===== src/rtl/obstacle_pkg.sv =====
package obstacle_pkg;

    // raw word from the track generator
    // [15:13] kind, [12:11] lane, [10:0] depth of the far end
    typedef logic [15:0] obstacle_word_t;

    typedef enum logic [2:0] {
        kind_none           = 3'd0,
        kind_low_barrier    = 3'd1,  // jump over
        kind_high_barrier   = 3'd2,  // duck under
        kind_middle_barrier = 3'd3,  // either
        kind_train_car      = 3'd4,
        kind_ramp           = 3'd5   // not drawn
    } obstacle_kind_t;

    typedef logic [1:0] lane_t;

    // unsigned, far end of the obstacle
    typedef logic [10:0] depth_t;

    localparam int KIND_LSB = 13;
    localparam int LANE_LSB = 11;

endpackage


===== src/rtl/scene_pkg.sv =====
package scene_pkg;

    typedef logic signed [15:0] coord_t;

    // {x, y, z}
    typedef logic [47:0] vertex_t;

    typedef logic [15:0] color_t;

    typedef enum logic [1:0] {
        shape_low_board,
        shape_high_board,
        shape_mid_board,
        shape_car
    } shape_t;

    typedef enum logic [1:0] {
        x_left,
        x_right,
        x_left_peg,   // left edge plus peg width
        x_right_peg   // right edge minus peg width
    } x_sel_t;

    typedef enum logic [2:0] {
        y_ground,
        y_mid,
        y_top,
        y_mid_up,     // mid minus band
        y_mid_down    // mid plus band
    } y_sel_t;

    typedef logic [4:0] vertex_index_t;

    // screen y grows downward
    localparam coord_t GROUND   = 16'sd128;
    localparam coord_t MID      = 16'sd96;
    localparam coord_t TOP      = 16'sd64;
    localparam coord_t MID_BAND = 16'sd8;

    localparam coord_t BARRIER_SETBACK = 16'sd32;
    localparam coord_t CAR_LENGTH      = 16'sd128;

    localparam coord_t LEFT_LANE_LEFT    = -16'sd128;
    localparam coord_t LEFT_LANE_RIGHT   = -16'sd64;
    localparam coord_t MIDDLE_LANE_LEFT  = -16'sd32;
    localparam coord_t MIDDLE_LANE_RIGHT = 16'sd32;
    localparam coord_t RIGHT_LANE_LEFT   = 16'sd64;
    localparam coord_t RIGHT_LANE_RIGHT  = 16'sd128;

    localparam color_t COLOR_LOW       = 16'hF000;  // red
    localparam color_t COLOR_HIGH      = 16'hFE18;  // pink
    localparam color_t COLOR_MID       = 16'hFD00;  // orange
    localparam color_t COLOR_CAR_FRONT = 16'h001F;
    localparam color_t COLOR_CAR_LEFT  = 16'h000F;
    localparam color_t COLOR_CAR_RIGHT = 16'h000A;
    localparam color_t COLOR_CAR_TOP   = 16'h312F;

endpackage


===== src/rtl/obstacle_decoder.sv =====
`timescale 1ns/1ps

module obstacle_decoder #(
    parameter int MIN_Z = 8
) (
    input  logic                          clk,
    input  logic                          rst,
    input  obstacle_pkg::obstacle_word_t  obstacle,
    input  logic                          obstacle_valid,
    input  logic                          busy,
    output logic                          start,
    output scene_pkg::shape_t             shape,
    output scene_pkg::coord_t             lane_left,
    output scene_pkg::coord_t             lane_right,
    output scene_pkg::coord_t             depth
);
    import obstacle_pkg::*;
    import scene_pkg::*;

    obstacle_kind_t kind;
    lane_t          lane;
    depth_t         raw_depth;
    coord_t         word_depth;
    coord_t         word_left;
    coord_t         word_right;
    shape_t         word_shape;
    logic           kept;
    logic           culled;
    logic           accept;
    logic           launch;

    assign kind       = obstacle_kind_t'(obstacle[KIND_LSB +: $bits(obstacle_kind_t)]);
    assign lane       = obstacle[LANE_LSB +: $bits(lane_t)];
    assign raw_depth  = obstacle[0 +: $bits(depth_t)];
    assign word_depth = coord_t'({5'd0, raw_depth});

    always_comb begin
        word_shape = shape_low_board;
        kept = 1'b1;
        case (kind)
            kind_low_barrier:    word_shape = shape_low_board;
            kind_high_barrier:   word_shape = shape_high_board;
            kind_middle_barrier: word_shape = shape_mid_board;
            kind_train_car:      word_shape = shape_car;
            kind_none, kind_ramp: kept = 1'b0;
            default:             kept = 1'b0;  // codes 6, 7
        endcase
    end

    always_comb begin
        case (lane)
            2'd0: begin
                word_left  = LEFT_LANE_LEFT;
                word_right = LEFT_LANE_RIGHT;
            end
            2'd1: begin
                word_left  = MIDDLE_LANE_LEFT;
                word_right = MIDDLE_LANE_RIGHT;
            end
            default: begin  // lane 3 folds onto the right lane
                word_left  = RIGHT_LANE_LEFT;
                word_right = RIGHT_LANE_RIGHT;
            end
        endcase
    end

    // barrier face would sit behind the camera
    assign culled = (word_shape != shape_car) && (word_depth < BARRIER_SETBACK + coord_t'(MIN_Z));
    assign accept = obstacle_valid && !busy && !start;
    assign launch = accept && kept && !culled;

    always_ff @(posedge clk) begin
        if (rst) begin
            start <= 1'b0;
        end else begin
            start <= launch;
        end
    end

    always_ff @(posedge clk) begin
        if (launch) begin
            shape      <= word_shape;
            lane_left  <= word_left;
            lane_right <= word_right;
            depth      <= word_depth;
        end
    end

    a_no_start_while_busy: assert property (@(posedge clk) disable iff (rst) start |-> !busy);

endmodule


===== src/rtl/shape_table.sv =====
`timescale 1ns/1ps

module shape_table (
    input  scene_pkg::shape_t         shape,
    input  scene_pkg::vertex_index_t  index,
    output scene_pkg::x_sel_t         x_sel,
    output scene_pkg::y_sel_t         y_sel,
    output logic                      z_far,
    output scene_pkg::color_t         color,
    output logic                      color_load,
    output logic                      last
);
    import scene_pkg::*;

    y_sel_t face_low;
    y_sel_t face_high;
    color_t board_color;

    // the three boards share one walk, only the face band differs
    always_comb begin
        case (shape)
            shape_high_board: begin
                face_low    = y_mid;
                face_high   = y_top;
                board_color = COLOR_HIGH;
            end
            shape_mid_board: begin
                face_low    = y_mid_up;
                face_high   = y_mid_down;
                board_color = COLOR_MID;
            end
            default: begin
                face_low    = y_ground;
                face_high   = y_mid;
                board_color = COLOR_LOW;
            end
        endcase
    end

    always_comb begin
        x_sel      = x_left;
        y_sel      = y_ground;
        z_far      = 1'b0;
        color      = board_color;
        color_load = (index == 5'd0);
        last       = 1'b0;

        if (shape == shape_car) begin
            // front 0-5, left side 6-11, right side 12-17, roof 18-23
            case (index)
                5'd1, 5'd3, 5'd4, 5'd12, 5'd13, 5'd14,
                5'd15, 5'd16, 5'd17, 5'd19, 5'd20, 5'd21: x_sel = x_right;
                default: x_sel = x_left;
            endcase

            case (index)
                5'd0, 5'd1, 5'd3, 5'd6, 5'd8,
                5'd11, 5'd14, 5'd15, 5'd17: y_sel = y_ground;
                default: y_sel = y_top;
            endcase

            case (index)
                5'd8, 5'd10, 5'd11, 5'd13, 5'd16,
                5'd17, 5'd20, 5'd21, 5'd22: z_far = 1'b1;
                default: z_far = 1'b0;
            endcase

            if (index < 5'd6) begin
                color = COLOR_CAR_FRONT;
            end else if (index < 5'd12) begin
                color = COLOR_CAR_LEFT;
            end else if (index < 5'd18) begin
                color = COLOR_CAR_RIGHT;
            end else begin
                color = COLOR_CAR_TOP;
            end

            color_load = index inside {5'd0, 5'd6, 5'd12, 5'd18};
            last       = (index == 5'd23);
        end else begin
            // face 0-5, left peg 6-11, right peg 12-17
            case (index)
                5'd1, 5'd3, 5'd4, 5'd14, 5'd15, 5'd17: x_sel = x_right;
                5'd8, 5'd9, 5'd10:                     x_sel = x_left_peg;
                5'd12, 5'd13, 5'd16:                   x_sel = x_right_peg;
                default:                               x_sel = x_left;
            endcase

            case (index)
                5'd0, 5'd1, 5'd3:                       y_sel = face_low;
                5'd2, 5'd4, 5'd5:                       y_sel = face_high;
                5'd6, 5'd10, 5'd11, 5'd12, 5'd14, 5'd15: y_sel = y_mid;
                default:                                y_sel = y_ground;
            endcase

            // low barrier is the face only
            last = (shape == shape_low_board) ? (index == 5'd5) : (index == 5'd17);
        end
    end

endmodule


===== src/rtl/vertex_sequencer.sv =====
`timescale 1ns/1ps

module vertex_sequencer #(
    parameter int MIN_Z     = 8,
    parameter int PEG_WIDTH = 10
) (
    input  logic               clk,
    input  logic               rst,
    input  logic               start,
    input  scene_pkg::shape_t  shape,
    input  scene_pkg::coord_t  lane_left,
    input  scene_pkg::coord_t  lane_right,
    input  scene_pkg::coord_t  depth,
    input  logic               done_in,
    output logic               busy,
    output scene_pkg::vertex_t vertex,
    output scene_pkg::color_t  color,
    output logic               new_triangle,
    output logic               done_out
);
    import scene_pkg::*;

    vertex_index_t index;
    logic [1:0]    corner;  // position within the current triangle
    x_sel_t        x_sel;
    y_sel_t        y_sel;
    logic          z_far;
    color_t        table_color;
    logic          color_load;
    logic          last;
    coord_t        x;
    coord_t        y;
    coord_t        z_raw;
    coord_t        z;

    shape_table i_shape_table (
        .shape      (shape),
        .index      (index),
        .x_sel      (x_sel),
        .y_sel      (y_sel),
        .z_far      (z_far),
        .color      (table_color),
        .color_load (color_load),
        .last       (last)
    );

    always_comb begin
        case (x_sel)
            x_left:     x = lane_left;
            x_right:    x = lane_right;
            x_left_peg: x = lane_left + coord_t'(PEG_WIDTH);
            default:    x = lane_right - coord_t'(PEG_WIDTH);
        endcase
    end

    always_comb begin
        case (y_sel)
            y_ground:   y = GROUND;
            y_mid:      y = MID;
            y_top:      y = TOP;
            y_mid_up:   y = MID - MID_BAND;
            y_mid_down: y = MID + MID_BAND;
            default:    y = GROUND;
        endcase
    end

    // near plane sits a setback in front of a board, a car length for the car
    assign z_raw = z_far ? depth : depth - ((shape == shape_car) ? CAR_LENGTH : BARRIER_SETBACK);
    assign z     = (z_raw < coord_t'(MIN_Z)) ? coord_t'(MIN_Z) : z_raw;

    always_ff @(posedge clk) begin
        if (rst) begin
            busy         <= 1'b0;
            index        <= '0;
            corner       <= '0;
            new_triangle <= 1'b0;
            done_out     <= 1'b0;
        end else begin
            new_triangle <= busy && (corner == 2'd0);
            done_out     <= done_in && !busy && !start;  // relay only while idle
            if (start) begin
                busy   <= 1'b1;
                index  <= '0;
                corner <= '0;
            end else if (busy) begin
                corner <= (corner == 2'd2) ? 2'd0 : corner + 2'd1;
                if (last) begin
                    busy <= 1'b0;
                end else begin
                    index <= index + 5'd1;
                end
            end
        end
    end

    always_ff @(posedge clk) begin
        if (busy) begin
            vertex <= {x, y, z};
            if (color_load) begin
                color <= table_color;
            end
        end
    end

    a_triangle_with_vertex: assert property (@(posedge clk) disable iff (rst)
        new_triangle |-> $past(busy) && ($past(index) % 3 == 0));

    a_index_in_range: assert property (@(posedge clk) disable iff (rst) index <= 5'd23);

endmodule


===== src/rtl/triangle_creator.sv =====
`timescale 1ns/1ps

module triangle_creator #(
    parameter int MIN_Z     = 8,
    parameter int PEG_WIDTH = 10
) (
    input  logic                         clk,
    input  logic                         rst,
    input  obstacle_pkg::obstacle_word_t obstacle,
    input  logic                         obstacle_valid,
    input  logic                         done_in,
    output scene_pkg::vertex_t           vertex,
    output scene_pkg::color_t            color,
    output logic                         new_triangle,
    output logic                         done_out
);
    import scene_pkg::*;

    logic   start;
    logic   busy;
    shape_t shape;
    coord_t lane_left;
    coord_t lane_right;
    coord_t depth;

    obstacle_decoder #(
        .MIN_Z (MIN_Z)
    ) i_obstacle_decoder (
        .clk            (clk),
        .rst            (rst),
        .obstacle       (obstacle),
        .obstacle_valid (obstacle_valid),
        .busy           (busy),
        .start          (start),
        .shape          (shape),
        .lane_left      (lane_left),
        .lane_right     (lane_right),
        .depth          (depth)
    );

    vertex_sequencer #(
        .MIN_Z     (MIN_Z),
        .PEG_WIDTH (PEG_WIDTH)
    ) i_vertex_sequencer (
        .clk          (clk),
        .rst          (rst),
        .start        (start),
        .shape        (shape),
        .lane_left    (lane_left),
        .lane_right   (lane_right),
        .depth        (depth),
        .done_in      (done_in),
        .busy         (busy),
        .vertex       (vertex),
        .color        (color),
        .new_triangle (new_triangle),
        .done_out     (done_out)
    );

endmodule


===== config.mk =====
export PLATFORM = sky130hd
export DESIGN_NAME = triangle_creator
export DESIGN_NICKNAME = d
export VERILOG_FILES = /design/src/rtl/obstacle_pkg.sv /design/src/rtl/scene_pkg.sv /design/src/rtl/obstacle_decoder.sv /design/src/rtl/shape_table.sv /design/src/rtl/vertex_sequencer.sv /design/src/rtl/triangle_creator.sv
export SDC_FILE = /design/constraint.sdc
export NUM_CORES = 1
export LEC_CHECK = 0
export CAP_MARGIN = 20
export CORE_MARGIN = 3
export CORE_UTILIZATION = 55
export CTS_BUF_LIST = sky130_fd_sc_hd__clkbuf_8 sky130_fd_sc_hd__clkbuf_16
export CTS_CLUSTER_DIAMETER = 50
export DETAILED_ROUTE_END_ITERATION = 12
export DONT_BUFFER_PORTS = 1
export PLACE_DENSITY = 0.72
export REMOVE_ABC_BUFFERS = 1
export SKIP_LAST_GASP = 1
export SYNTH_ARGS = -nofsm -noshare
export SYNTH_HDL_FRONTEND = slang
export SYNTH_HIERARCHICAL = 1
export SYNTH_SLANG_ARGS = --single-unit

===== constraint.sdc =====
create_clock -name clk -period 5 [get_ports clk]
set_input_delay 1 -clock clk [delete_from_list [all_inputs] [get_ports clk]]
set_output_delay 1 -clock clk [all_outputs]
set_load 0.05 [all_outputs]

* After elaboration in Yosys (flattened, before gate mapping)
Memory sizes are Yosys's and may differ from the RTL's. A register that Yosys moved wholly into a read port is not among the register bits.
Cells that the tools add are included.
** Cells by class
- Equal/unequal tests :: 30
- Add/sub/neg operators :: 5
- Multiplexer cells :: 34
- Reduce and logical (&&, ||, !) cells :: 24
- Magnitude comparators :: 5
- Bitwise operators :: 1
** Operators with widths (count)
- one-hot mux 16 bit (2 select lines) :: 2
- one-hot mux 16 bit (3 select lines) :: 1
- two-way mux 14 bit :: 3
- two-way mux 5 bit :: 8
- two-way mux 16 bit :: 2
- one-hot mux 8 bit (4 select lines) :: 1
- == test 5 x 4 -> 1 bit, second input constant :: 5
- one-hot mux 12 bit (2 select lines) :: 1
- adder 16 x 5 -> 16 bit, second input constant :: 1
- < comparator 16 x 5 -> 1 bit, second input constant :: 1
- subtractor 12 x 16 -> 16 bit :: 1
- subtractor 16 x 5 -> 16 bit, second input constant :: 1
- == test 5 x 3 -> 1 bit, second input constant :: 3
- == test 5 bit, second input constant :: 3
- == test 3 x 2 -> 1 bit, second input constant :: 4
- < comparator 11 x 6 -> 1 bit, second input constant :: 1
- == test 5 x 2 -> 1 bit, second input constant :: 2
- one-hot mux 3 bit (3 select lines) :: 1
- == test 2 bit, second input constant :: 4
- logical AND 1 bit :: 8
- logical NOT 2 bit :: 4
- two-way mux 1 bit :: 8
- two-way mux 8 bit :: 1
- == test 2 x 1 -> 1 bit, second input constant :: 3
- other kinds (23) :: 30
** Word-level totals
- ROM bits :: 160
- Bits in registers :: 120
- Output and inout bits :: 66
- Word-level logic and storage cells :: 116
- Memories :: 4
** Memory list
- (name not given) :: words 32, bits a word 2, read ports 1, clocked after memory_dff 1, wr ports 0, RTL line shape_table.sv:82 : case (index)
- (name not given) :: words 32, bits a word 1, read ports 1, clocked after memory_dff 1, wr ports 0, RTL line shape_table.sv:50 : case (index)
- (name not given) :: words 32, bits a word 1, read ports 1, clocked after memory_dff 1, wr ports 0, RTL line shape_table.sv:56 : case (index)
- (name not given) :: words 32, bits a word 1, read ports 1, clocked after memory_dff 1, wr ports 0, RTL line shape_table.sv:62 : case (index)

* Longest topological paths before layout
Gate-level depths: netlist of run 1.
- Depth in word-level cells :: 7
- Depth in mapped cells :: 12
- Mapped depth without buffers :: 10

* Modules after synthesis
The synthesis of run 1 kept the hierarchy.
** Modules (own cells, without submodules)
- vertex_sequencer :: instances 1, area an instance 3320.7 sq um, seq. area each 1791.7 sq um, cells each 295
- obstacle_decoder :: instances 1, area an instance 920.9 sq um, seq. area each 560.5 sq um, cells each 71
- shape_table :: instances 1, area an instance 626.9 sq um, seq. area each 0.0 sq um, cells each 87

* Worst setup path before layout of run 1
No wires, ideal clock.
- Kind :: in2reg
- From :: in obstacle[13]
- To :: reg i_obstacle_decoder.depth[0], enable pin
- Stages :: 3
- Path slack :: 1220 ps
- Setup time :: 439 ps
- Data arrival time :: 3341 ps
- Required time :: 4561 ps
- Path through :: or3b_1 -> and4b_1 -> nor4_1
** On the way
- Word-level cells in the longest chain between the ends :: 6
** Ends and longest elaborated chain
- from (decl) :: RTL line triangle_creator.sv:9 : input obstacle_pkg::obstacle_word_t obstacle,
- == test 3 bit / == test 3 x 2 -> 1 bit (equally long branches) :: RTL line obstacle_decoder.sv:40 : case (kind)
- one-hot mux 2 bit (3 select lines) :: RTL line obstacle_decoder.sv:40
- != test 2 bit :: RTL line obstacle_decoder.sv:68 : assign culled = (word_shape != shape_car) && (word_depth < BARRIER_SETBACK + coord_t'(MIN_Z));
- logical AND 1 bit :: RTL line obstacle_decoder.sv:68
- logical NOT 1 bit :: RTL line obstacle_decoder.sv:70 : assign launch = accept && kept && !culled;
- logical AND 1 bit (*) :: RTL line obstacle_decoder.sv:70
- net i_obstacle_decoder.launch :: RTL line obstacle_decoder.sv:30 : logic launch;
- to (signal assigned) :: RTL line obstacle_decoder.sv:85 : depth <= word_depth;
- to (decl) :: RTL line obstacle_decoder.sv:15 : output scene_pkg::coord_t depth
The timed path passes the listed nets; every way through them passes the cells marked *.
A chain may end at the register's enable or synchronous reset.

==> impl_metrics.env, run 1 <==
export IMPL_run_status="finished, final reports clean"
export IMPL_timing_final_crit_share_pct=68.00
export IMPL_clock_latency_ps=350
export IMPL_fin_worst_skew_ps=12.80
export IMPL_max_clock_buf_depth=2
export IMPL_timing_final_ws_setup_ps=1600
export IMPL_ir_worst_vdd_mv=0.2181
export IMPL_fin_tns_setup_ps=0
export IMPL_io_buffer_count=0
export IMPL_timing_final_max_slew_violations=0
export IMPL_worstPathMaxFanout=15
export IMPL_cts_root_buffer="clkbuf_8"
export IMPL_async_flop_share_pct=0
export IMPL_clkTransAtPathRegs_ps=90
export IMPL_max_stage_delay_ps=620
export IMPL_cts_hold_fix_buffers=0
export IMPL_worst_endpoint_arrival_ps=3480
export IMPL_first_pass_iters=4
export IMPL_placed_cell_area_mm2=0.004688
export IMPL_fmaxAchievable_mhz=294.1
export IMPL_antennaDiodeCount=0
export IMPL_num_io_pins=86
export IMPL_most_common_library_cell_in_the_layout_ignoring_fill_and_taps="edfxtp_1"
export IMPL_synth_sequential_area_ratio_pct=48.32
export IMPL_grt_max_degree=46
export IMPL_final_area_mm2=0.004902
export IMPL_finish_net_count=467
export IMPL_syn_area_per_cell_um2=10.75
export IMPL_min_period_ps=3400
export IMPL_detail_route_antenna_nets=0
export IMPL_drt_iter0_drc=235
export IMPL_hold_viol_final=0
export IMPL_grt_setup_unrepaired="false"
export IMPL_post_synth_num_cell_types=70
export IMPL_timing_final_setup_violations=0
export IMPL_tritoncts="built"
export IMPL_grt_pass1_wl_um=13790
export IMPL_post_cts_setup_buffers=0
export IMPL_synthesis_yosys_warnings=6
export IMPL_yosys_register_bits=82
export IMPL_place_congestion=0.9487
export IMPL_holdWs_ps=488.7
export IMPL_tightest_slew_ps=988.6
export IMPL_final_layout_size_suffix_gt1_share_pct=9.217
export IMPL_ws_path_type="reg -> reg"
export IMPL_critical_path_endpoint_type="register"
export IMPL_antenna_found_initial=0
export IMPL_cts_sinks=82
export IMPL_max_cap_violations=0
export IMPL_route_detailed_wl_per_inst_um=15.71
export IMPL_floorplan_initialDensity_pct=57.80
export IMPL_m1WireLength_um=3820
export IMPL_critical_path_required_ps=5080
export IMPL_wl_met3_um=454
export IMPL_slew_headroom_pct=34.09
export IMPL_place_hpwl_um=5957
export IMPL_tritoncts_num_buffers=9
export IMPL_via_per_inst=5.453
export IMPL_drt_wl_total_um=8467
export IMPL_static_leakage_power_nw=1.701
export IMPL_cts_htree_levels=3
export IMPL_setup_worst_path_start_class="register"
export IMPL_first_global_vias=2834
export IMPL_synthToLayoutAreaGrowth_pct=0.6939
export IMPL_die_footprint_mm2=0.01002
export IMPL_wl_met2_um=4110
export IMPL_die_width_um=100.1
export IMPL_synthCells=453
export IMPL_globalRoute_totalOverflow=0
export IMPL_highest_signal_layer="met4"
export IMPL_post_synth_instance_area_mm2=0.004868
export IMPL_grt_util_all_layers_pct=17.33
export IMPL_chipHeight_um=100.1
export IMPL_fp_row_count=33
export IMPL_place_ws_ps=1640
export IMPL_routed_via_count=2939
export IMPL_worst_hold_path_type="reg -> reg"
export IMPL_drcViolationCount=0
export IMPL_most_frequent_cells_in_the_layout="edfxtp_1 (71), nor2_1 (53), conb_1 (29)"
export IMPL_slowest_stage="dfxtp_1"
export IMPL_area_of_the_placeable_core_mm2=0.008423
export IMPL_post_cts_resize_count=0
export IMPL_power_density_cell_area_mw_per_mm2=319.9
export IMPL_synth_edff_count=71
export IMPL_crit_chain="inv_1 > ha_1 > ha_1 > a22oi_1 > nor2_1 > nor4_4 > nand3_2 > nor4_4 > xor2_2 > nor2_1"
export IMPL_synth_top_flop_cell="edfxtp_1"
-- worst max-delay path: cells and delay by family (launching register included) --
kind	cells	cell delay, ps
simple gates	5	1030
flops	1	620
fa+ha+maj	2	580
xor+xnor	1	560
buf+inv	1	180
compound gates	1	170
-- flip-flops by register name, indices dropped and copies added, names as in the netlist, 2 cells and up --
name / cells
i_vertex_sequencer/corner: 2
i_obstacle_decoder/shape: 2
i_vertex_sequencer/vertex: 37
i_vertex_sequencer/color: 16
i_obstacle_decoder/lane_right: 2
i_obstacle_decoder/lane_left: 3
i_obstacle_decoder/depth: 11
i_vertex_sequencer/index: 5
-- per-layer routing --
| metal | vias to the layer above | GRT usage (%) |
|---|---|---|
| met5 | - | 0 |
| li1 | 1479 | - |
| met4 | 0 | 6.010 |
| met2 | 82 | 28.89 |
| met3 | 6 | 4.100 |
| met1 | 1372 | 22.22 |
-- kinds of logic after synthesis --
group | after synthesis | synth area share, %
flip-flops | 82 | 48.32
adder cells (fa/ha/maj) | 17 | 4.369
buffers and inverters | 84 | 10.72
other | 3 | 0.2313
AND/OR/NAND/NOR | 154 | 17.35
XOR/XNOR | 39 | 7.171
multiplexers | 15 | 3.470
AO/OA/AOI/OAI | 59 | 8.379
-- final cells by class --
type	count	area, um^2
multi-input combinational	313	2102
clock buffer	9	123.9
fill	734	3521
inverter	21	78.83
timing repair buffer	3	22.52
tap	105	131.4
sequential	82	2354
clock inverter	6	90.09
-- through the flow --
stage	util, %	total power [mW]	std cells
after global routing	58.20	1.635	539
after global placement	55.66	1.051	524
after floorplan	-	1.020	416
final	58.20	1.568	539
after detailed placement	55.66	1.056	524
after CTS	58.20	1.580	539
-- power by group --
group	leakage [nW]	switching (mW)	internal, mW
logic	0.852	0.102	0.0575
registers	0.743	0.0962	0.788
clock network	0.106	0.244	0.281
total	1.70	0.442	1.13
-- final timing paths --
check,endpoint,cells past startpoint,start,slack (ps)
worst min-delay path,i_vertex_sequencer/corner[0],2,i_vertex_sequencer/corner[0],490
worst max register to register,i_vertex_sequencer/vertex[9],10,i_vertex_sequencer/index[1],1600
worst min register to register,i_vertex_sequencer/corner[0],2,i_vertex_sequencer/corner[0],490
worst max-delay path,i_vertex_sequencer/vertex[9],10,i_vertex_sequencer/index[1],1600
-- synth_stat cells, types with 3 or more instances --
cell	instances	area [um^2]
a21oi_1	14	70.07
nand4_1	6	37.54
nor4_1	8	50.05
dfxtp_1	11	220.2
mux2i_1	9	90.09
nor2b_1	8	50.05
clkbuf_1	7	26.28
xor2_1	10	87.58
nor3_1	4	20.02
ha_1	17	212.7
a211oi_1	5	37.54
nor3b_1	4	30.03
buf_4	50	375.4
nor2_1	53	198.9
o21ai_0	13	65.06
inv_1	20	75.07
nand2_1	25	93.84
edfxtp_1	71	2132
mux2_2	4	45.04
a21o_1	3	22.52
nand2b_1	11	68.82
xnor2_1	28	245.2
nand3b_1	6	45.04
buf_2	3	15.01
nand3_1	6	30.03
conb_1	3	11.26
Power figures use the tool's default switching activity.
==> run 2, diff against run 1 <==
Settings changed: ABC_AREA set to 1, PLACE_DENSITY 0.72 to 0.75.
Clock period 5 ns to 3.1 ns, I/O delays scaled along.
==> run 2 against run 1 <==
  * Sequential share of layout area shrank 3.6 points
  * Non-clock buffer count increased by 7
  * Sequential power grew 58%
  * Worst setup slack got worse by 1300 ps
  * Synthesized cell count rose by 40%
  * Die area up 6.6%
  * Critical path type unchanged
==> impl_metrics.env, run 2 <==
export IMPL_reg2reg_to="i_vertex_sequencer/vertex[2]"
export IMPL_hold_path_startpoint="rst"
export IMPL_grt_setup_unrepaired="false"
export IMPL_floorplan_initialDensity_pct=58.04
export IMPL_slowest_stage="dfxtp_1"
export IMPL_detail_route_antenna_nets=0
export IMPL_synthCells=633
export IMPL_most_common_library_cell_in_the_layout_ignoring_fill_and_taps="nand2_1"
export IMPL_globalRoute_totalOverflow=0
export IMPL_post_synth_instance_area_mm2=0.005210
export IMPL_hold_viol_final=0
export IMPL_synth_most_common_cell="nand2_1"
export IMPL_worst_r2r_startpoint="i_vertex_sequencer/index[2]"
export IMPL_placed_cells=739
export IMPL_finish_net_count=661
export IMPL_min_delay_worst_endpoint="i_obstacle_decoder/start"
export IMPL_die_footprint_mm2=0.01068
export IMPL_antenna_found_initial=0
export IMPL_max_clock_buf_depth=2
export IMPL_tightest_slew_ps=1061
export IMPL_grt_pass1_wl_um=16690
export IMPL_fin_worst_skew_ps=9.126
export IMPL_timing_final_setup_violations=0
export IMPL_synth_edff_count=71
export IMPL_cts_htree_levels=3
export IMPL_fmaxAchievable_mhz=360.6
export IMPL_fin_tns_setup_ps=0
export IMPL_flop2flop_setup_slack_ps=330
export IMPL_synthToLayoutAreaGrowth_pct=1.681
export IMPL_static_leakage_power_nw=2.306
export IMPL_placed_cell_area_mm2=0.005122
export IMPL_drt_wl_total_um=10030
export IMPL_critical_path_most_common_cell="nor2_1"
export IMPL_max_cap_violations=0
export IMPL_timing_final_max_slew_violations=0
export IMPL_chipHeight_um=103.3
export IMPL_clkTransAtPathRegs_ps=90
export IMPL_synth_top_flop_cell="edfxtp_1"
export IMPL_critical_path_endpoint_type="register"
export IMPL_depth_of_the_worst_hold_timing_path=1
export IMPL_synth_sequential_area_ratio_pct=45.15
export IMPL_fraction_of_the_core_area_covered_by_cells_at_the_end_of_the_flow_pct=59.02
export IMPL_drcViolationCount=0
export IMPL_fp_row_count=34
export IMPL_grt_util_all_layers_pct=19.89
export IMPL_critPathTopFamily="simple AND/OR/NAND/NOR gates"
export IMPL_flip_flop_count_of_the_largest_register_all_copies_and_words_added=37
export IMPL_io_buffer_count=0
export IMPL_worst_endpoint_arrival_ps=2880
export IMPL_via_per_inst=5.102
export IMPL_slew_headroom_pct=29.29
export IMPL_clock_latency_ps=350
export IMPL_worst_hold_path_type="in -> reg"
export IMPL_timing_final_ws_setup_ps=326.7
export IMPL_place_hpwl_um=7608
export IMPL_registers_top_by_ff_count="i_vertex_sequencer/vertex"
export IMPL_ws_path_type="reg -> reg"
export IMPL_max_stage_delay_ps=610
export IMPL_worstPathMaxFanout=12
export IMPL_most_frequent_cells_in_the_layout="nand2_1 (117), inv_1 (97), nor2_1 (79)"
export IMPL_min_period_ps=2773
export IMPL_top_regs="i_vertex_sequencer/vertex: 37 flops, i_vertex_sequencer/color: 16 flops, i_obstacle_decoder/depth: 11 flops"
export IMPL_setup_worst_path_start_class="register"
export IMPL_syn_area_per_cell_um2=8.231
export IMPL_drt_iter0_drc=233
export IMPL_nFillCells=780
export IMPL_final_layout_size_suffix_gt1_share_pct=8.744
export IMPL_antennaDiodeCount=0
export IMPL_final_area_mm2=0.005298
export IMPL_yosys_top_cells_count="nand2_1 (117), inv_1 (96), nor2_1 (79)"
export IMPL_cts_root_buffer="clkbuf_8"
export IMPL_power_density_cell_area_mw_per_mm2=450.0
export IMPL_ir_worst_vdd_mv=0.2183
export IMPL_cts_sinks=82
export IMPL_route_detailed_wl_per_inst_um=13.28
export IMPL_timing_reg2reg_worst_path_depth=13
export IMPL_crit_chain="inv_4 > ha_1 > a21oi_1 > nor3_2 > inv_2 > o21ai_0 > nand3_1 > nor2_1 > nand2_1 > nor2_1 > nand3_1 > nand2_2 > nor2_1"
export IMPL_first_pass_iters=5
export IMPL_run_status="finished, final reports clean"
export IMPL_cts_hold_fix_buffers=0
export IMPL_design_power_total_mw=2.384
export IMPL_place_congestion=0.9032
export IMPL_tritoncts="built"
export IMPL_synth_top_cell_by_area="edfxtp_1"
export IMPL_first_global_vias=3574
export IMPL_place_ws_ps=187.2
export IMPL_async_flop_share_pct=0
export IMPL_grt_max_degree=38
export IMPL_holdWs_ps=327.3
export IMPL_num_io_pins=86
export IMPL_synthesis_yosys_warnings=6
export IMPL_post_synth_top_area_fraction_pct=40.92
export IMPL_tritoncts_num_buffers=9
export IMPL_critical_path_required_ps=3210
export IMPL_area_of_the_placeable_core_mm2=0.008976
export IMPL_post_synth_num_cell_types=45
export IMPL_synth_top_cells_by_area="edfxtp_1 (41%), nand2_1 (8.4%), buf_4 (7.1%)"
export IMPL_finish_cell_count_without_fillers=755
export IMPL_die_width_um=103.3
export IMPL_routed_via_count=3852
export IMPL_timing_final_crit_share_pct=89.46
export IMPL_yosys_register_bits=82
export IMPL_path_buf_inv=2
-- run 2: changes by cell type after synthesis, moves of 6 or more --
cell      previous run  this run
nor2_1              53        79
nor4_1               8         2
nand3_1              6        53
inv_1               20        96
nor2b_1              8         0
nand2b_1            11         0
nor3_1               4        10
nand2_1             25       117
o21ai_0             13        20
mux2i_1              9         0
xnor2_1             28         3
-- run 2: layout make-up --
cell class | count | area (um^2) | area share (%)
clock inverter | 7 | 46.29 | 0.8739
timing repair buffer | 10 | 75.07 | 1.417
sequential | 82 | 2354 | 44.43
multi-input combinational | 418 | 2152 | 40.62
clock buffer | 9 | 123.9 | 2.338
tap | 126 | 157.7 | 2.976
inverter | 103 | 389.1 | 7.345
-- run 2: kinds of logic after synthesis --
group           after synthesis  synth area share, %
flops                        82                45.15
mux                           1               0.2161
buf+inv                     159                15.51
compound gates               63                7.373
simple gates                298                25.62
xor+xnor                     10                1.825
other cells                   3               0.2161
fa+ha+maj                    17                4.083
-- run 2: how the worst max path moves through the flow --
stage	startpoint	to	slack, ps	depth (start not counted)
after floorplan	i_vertex_sequencer/index[1]	i_vertex_sequencer/vertex[6]	430	14
after global placement	i_vertex_sequencer/index[2]	i_vertex_sequencer/vertex[2]	310	13
after detailed placement	i_vertex_sequencer/index[2]	i_vertex_sequencer/vertex[6]	190	13
after CTS	i_vertex_sequencer/index[2]	i_vertex_sequencer/vertex[2]	170	13
after global routing	i_vertex_sequencer/index[2]	i_vertex_sequencer/vertex[6]	60	13
final	i_vertex_sequencer/index[2]	i_vertex_sequencer/vertex[2]	330	13
-- run 2: power by group --
part | switching (mW) | internal, mW | total (mW)
Sequential | 0.132 | 1.26 | 1.40
Combinational | 0.210 | 0.0924 | 0.302
Clock | 0.399 | 0.288 | 0.687
Total | 0.741 | 1.64 | 2.38
-- run 2: what timing repair did --
item | 4_1_cts | 5_1_grt
endpoints found under the setup margin | 0 | 12
buffers inserted | 0 | 0
gates resized for setup | 0 | 1
-- run 2: worst register-to-register path, cell delays in order (launching register included) --
cell and delay, ps:
dfxtp_1 610, inv_4 100, ha_1 290, a21oi_1 70
nor3_2 330, inv_2 130, o21ai_0 260, nand3_1 120
nor2_1 100, nand2_1 60, nor2_1 90, nand3_1 100
nand2_2 210, nor2_1 70
-- run 2: metal layers --
layer | track usage [%] | routed length (um) | part of all wire [%] | vias to the layer above
met5 | 0 | 0 | 0 | -
met4 | 7.072 | 96 | 0.96 | 0
met3 | 4.963 | 706 | 7.0 | 10
met2 | 31.72 | 4667 | 47 | 134
met1 | 26.38 | 4555 | 45 | 1734
li1 | - | - | - | 1974
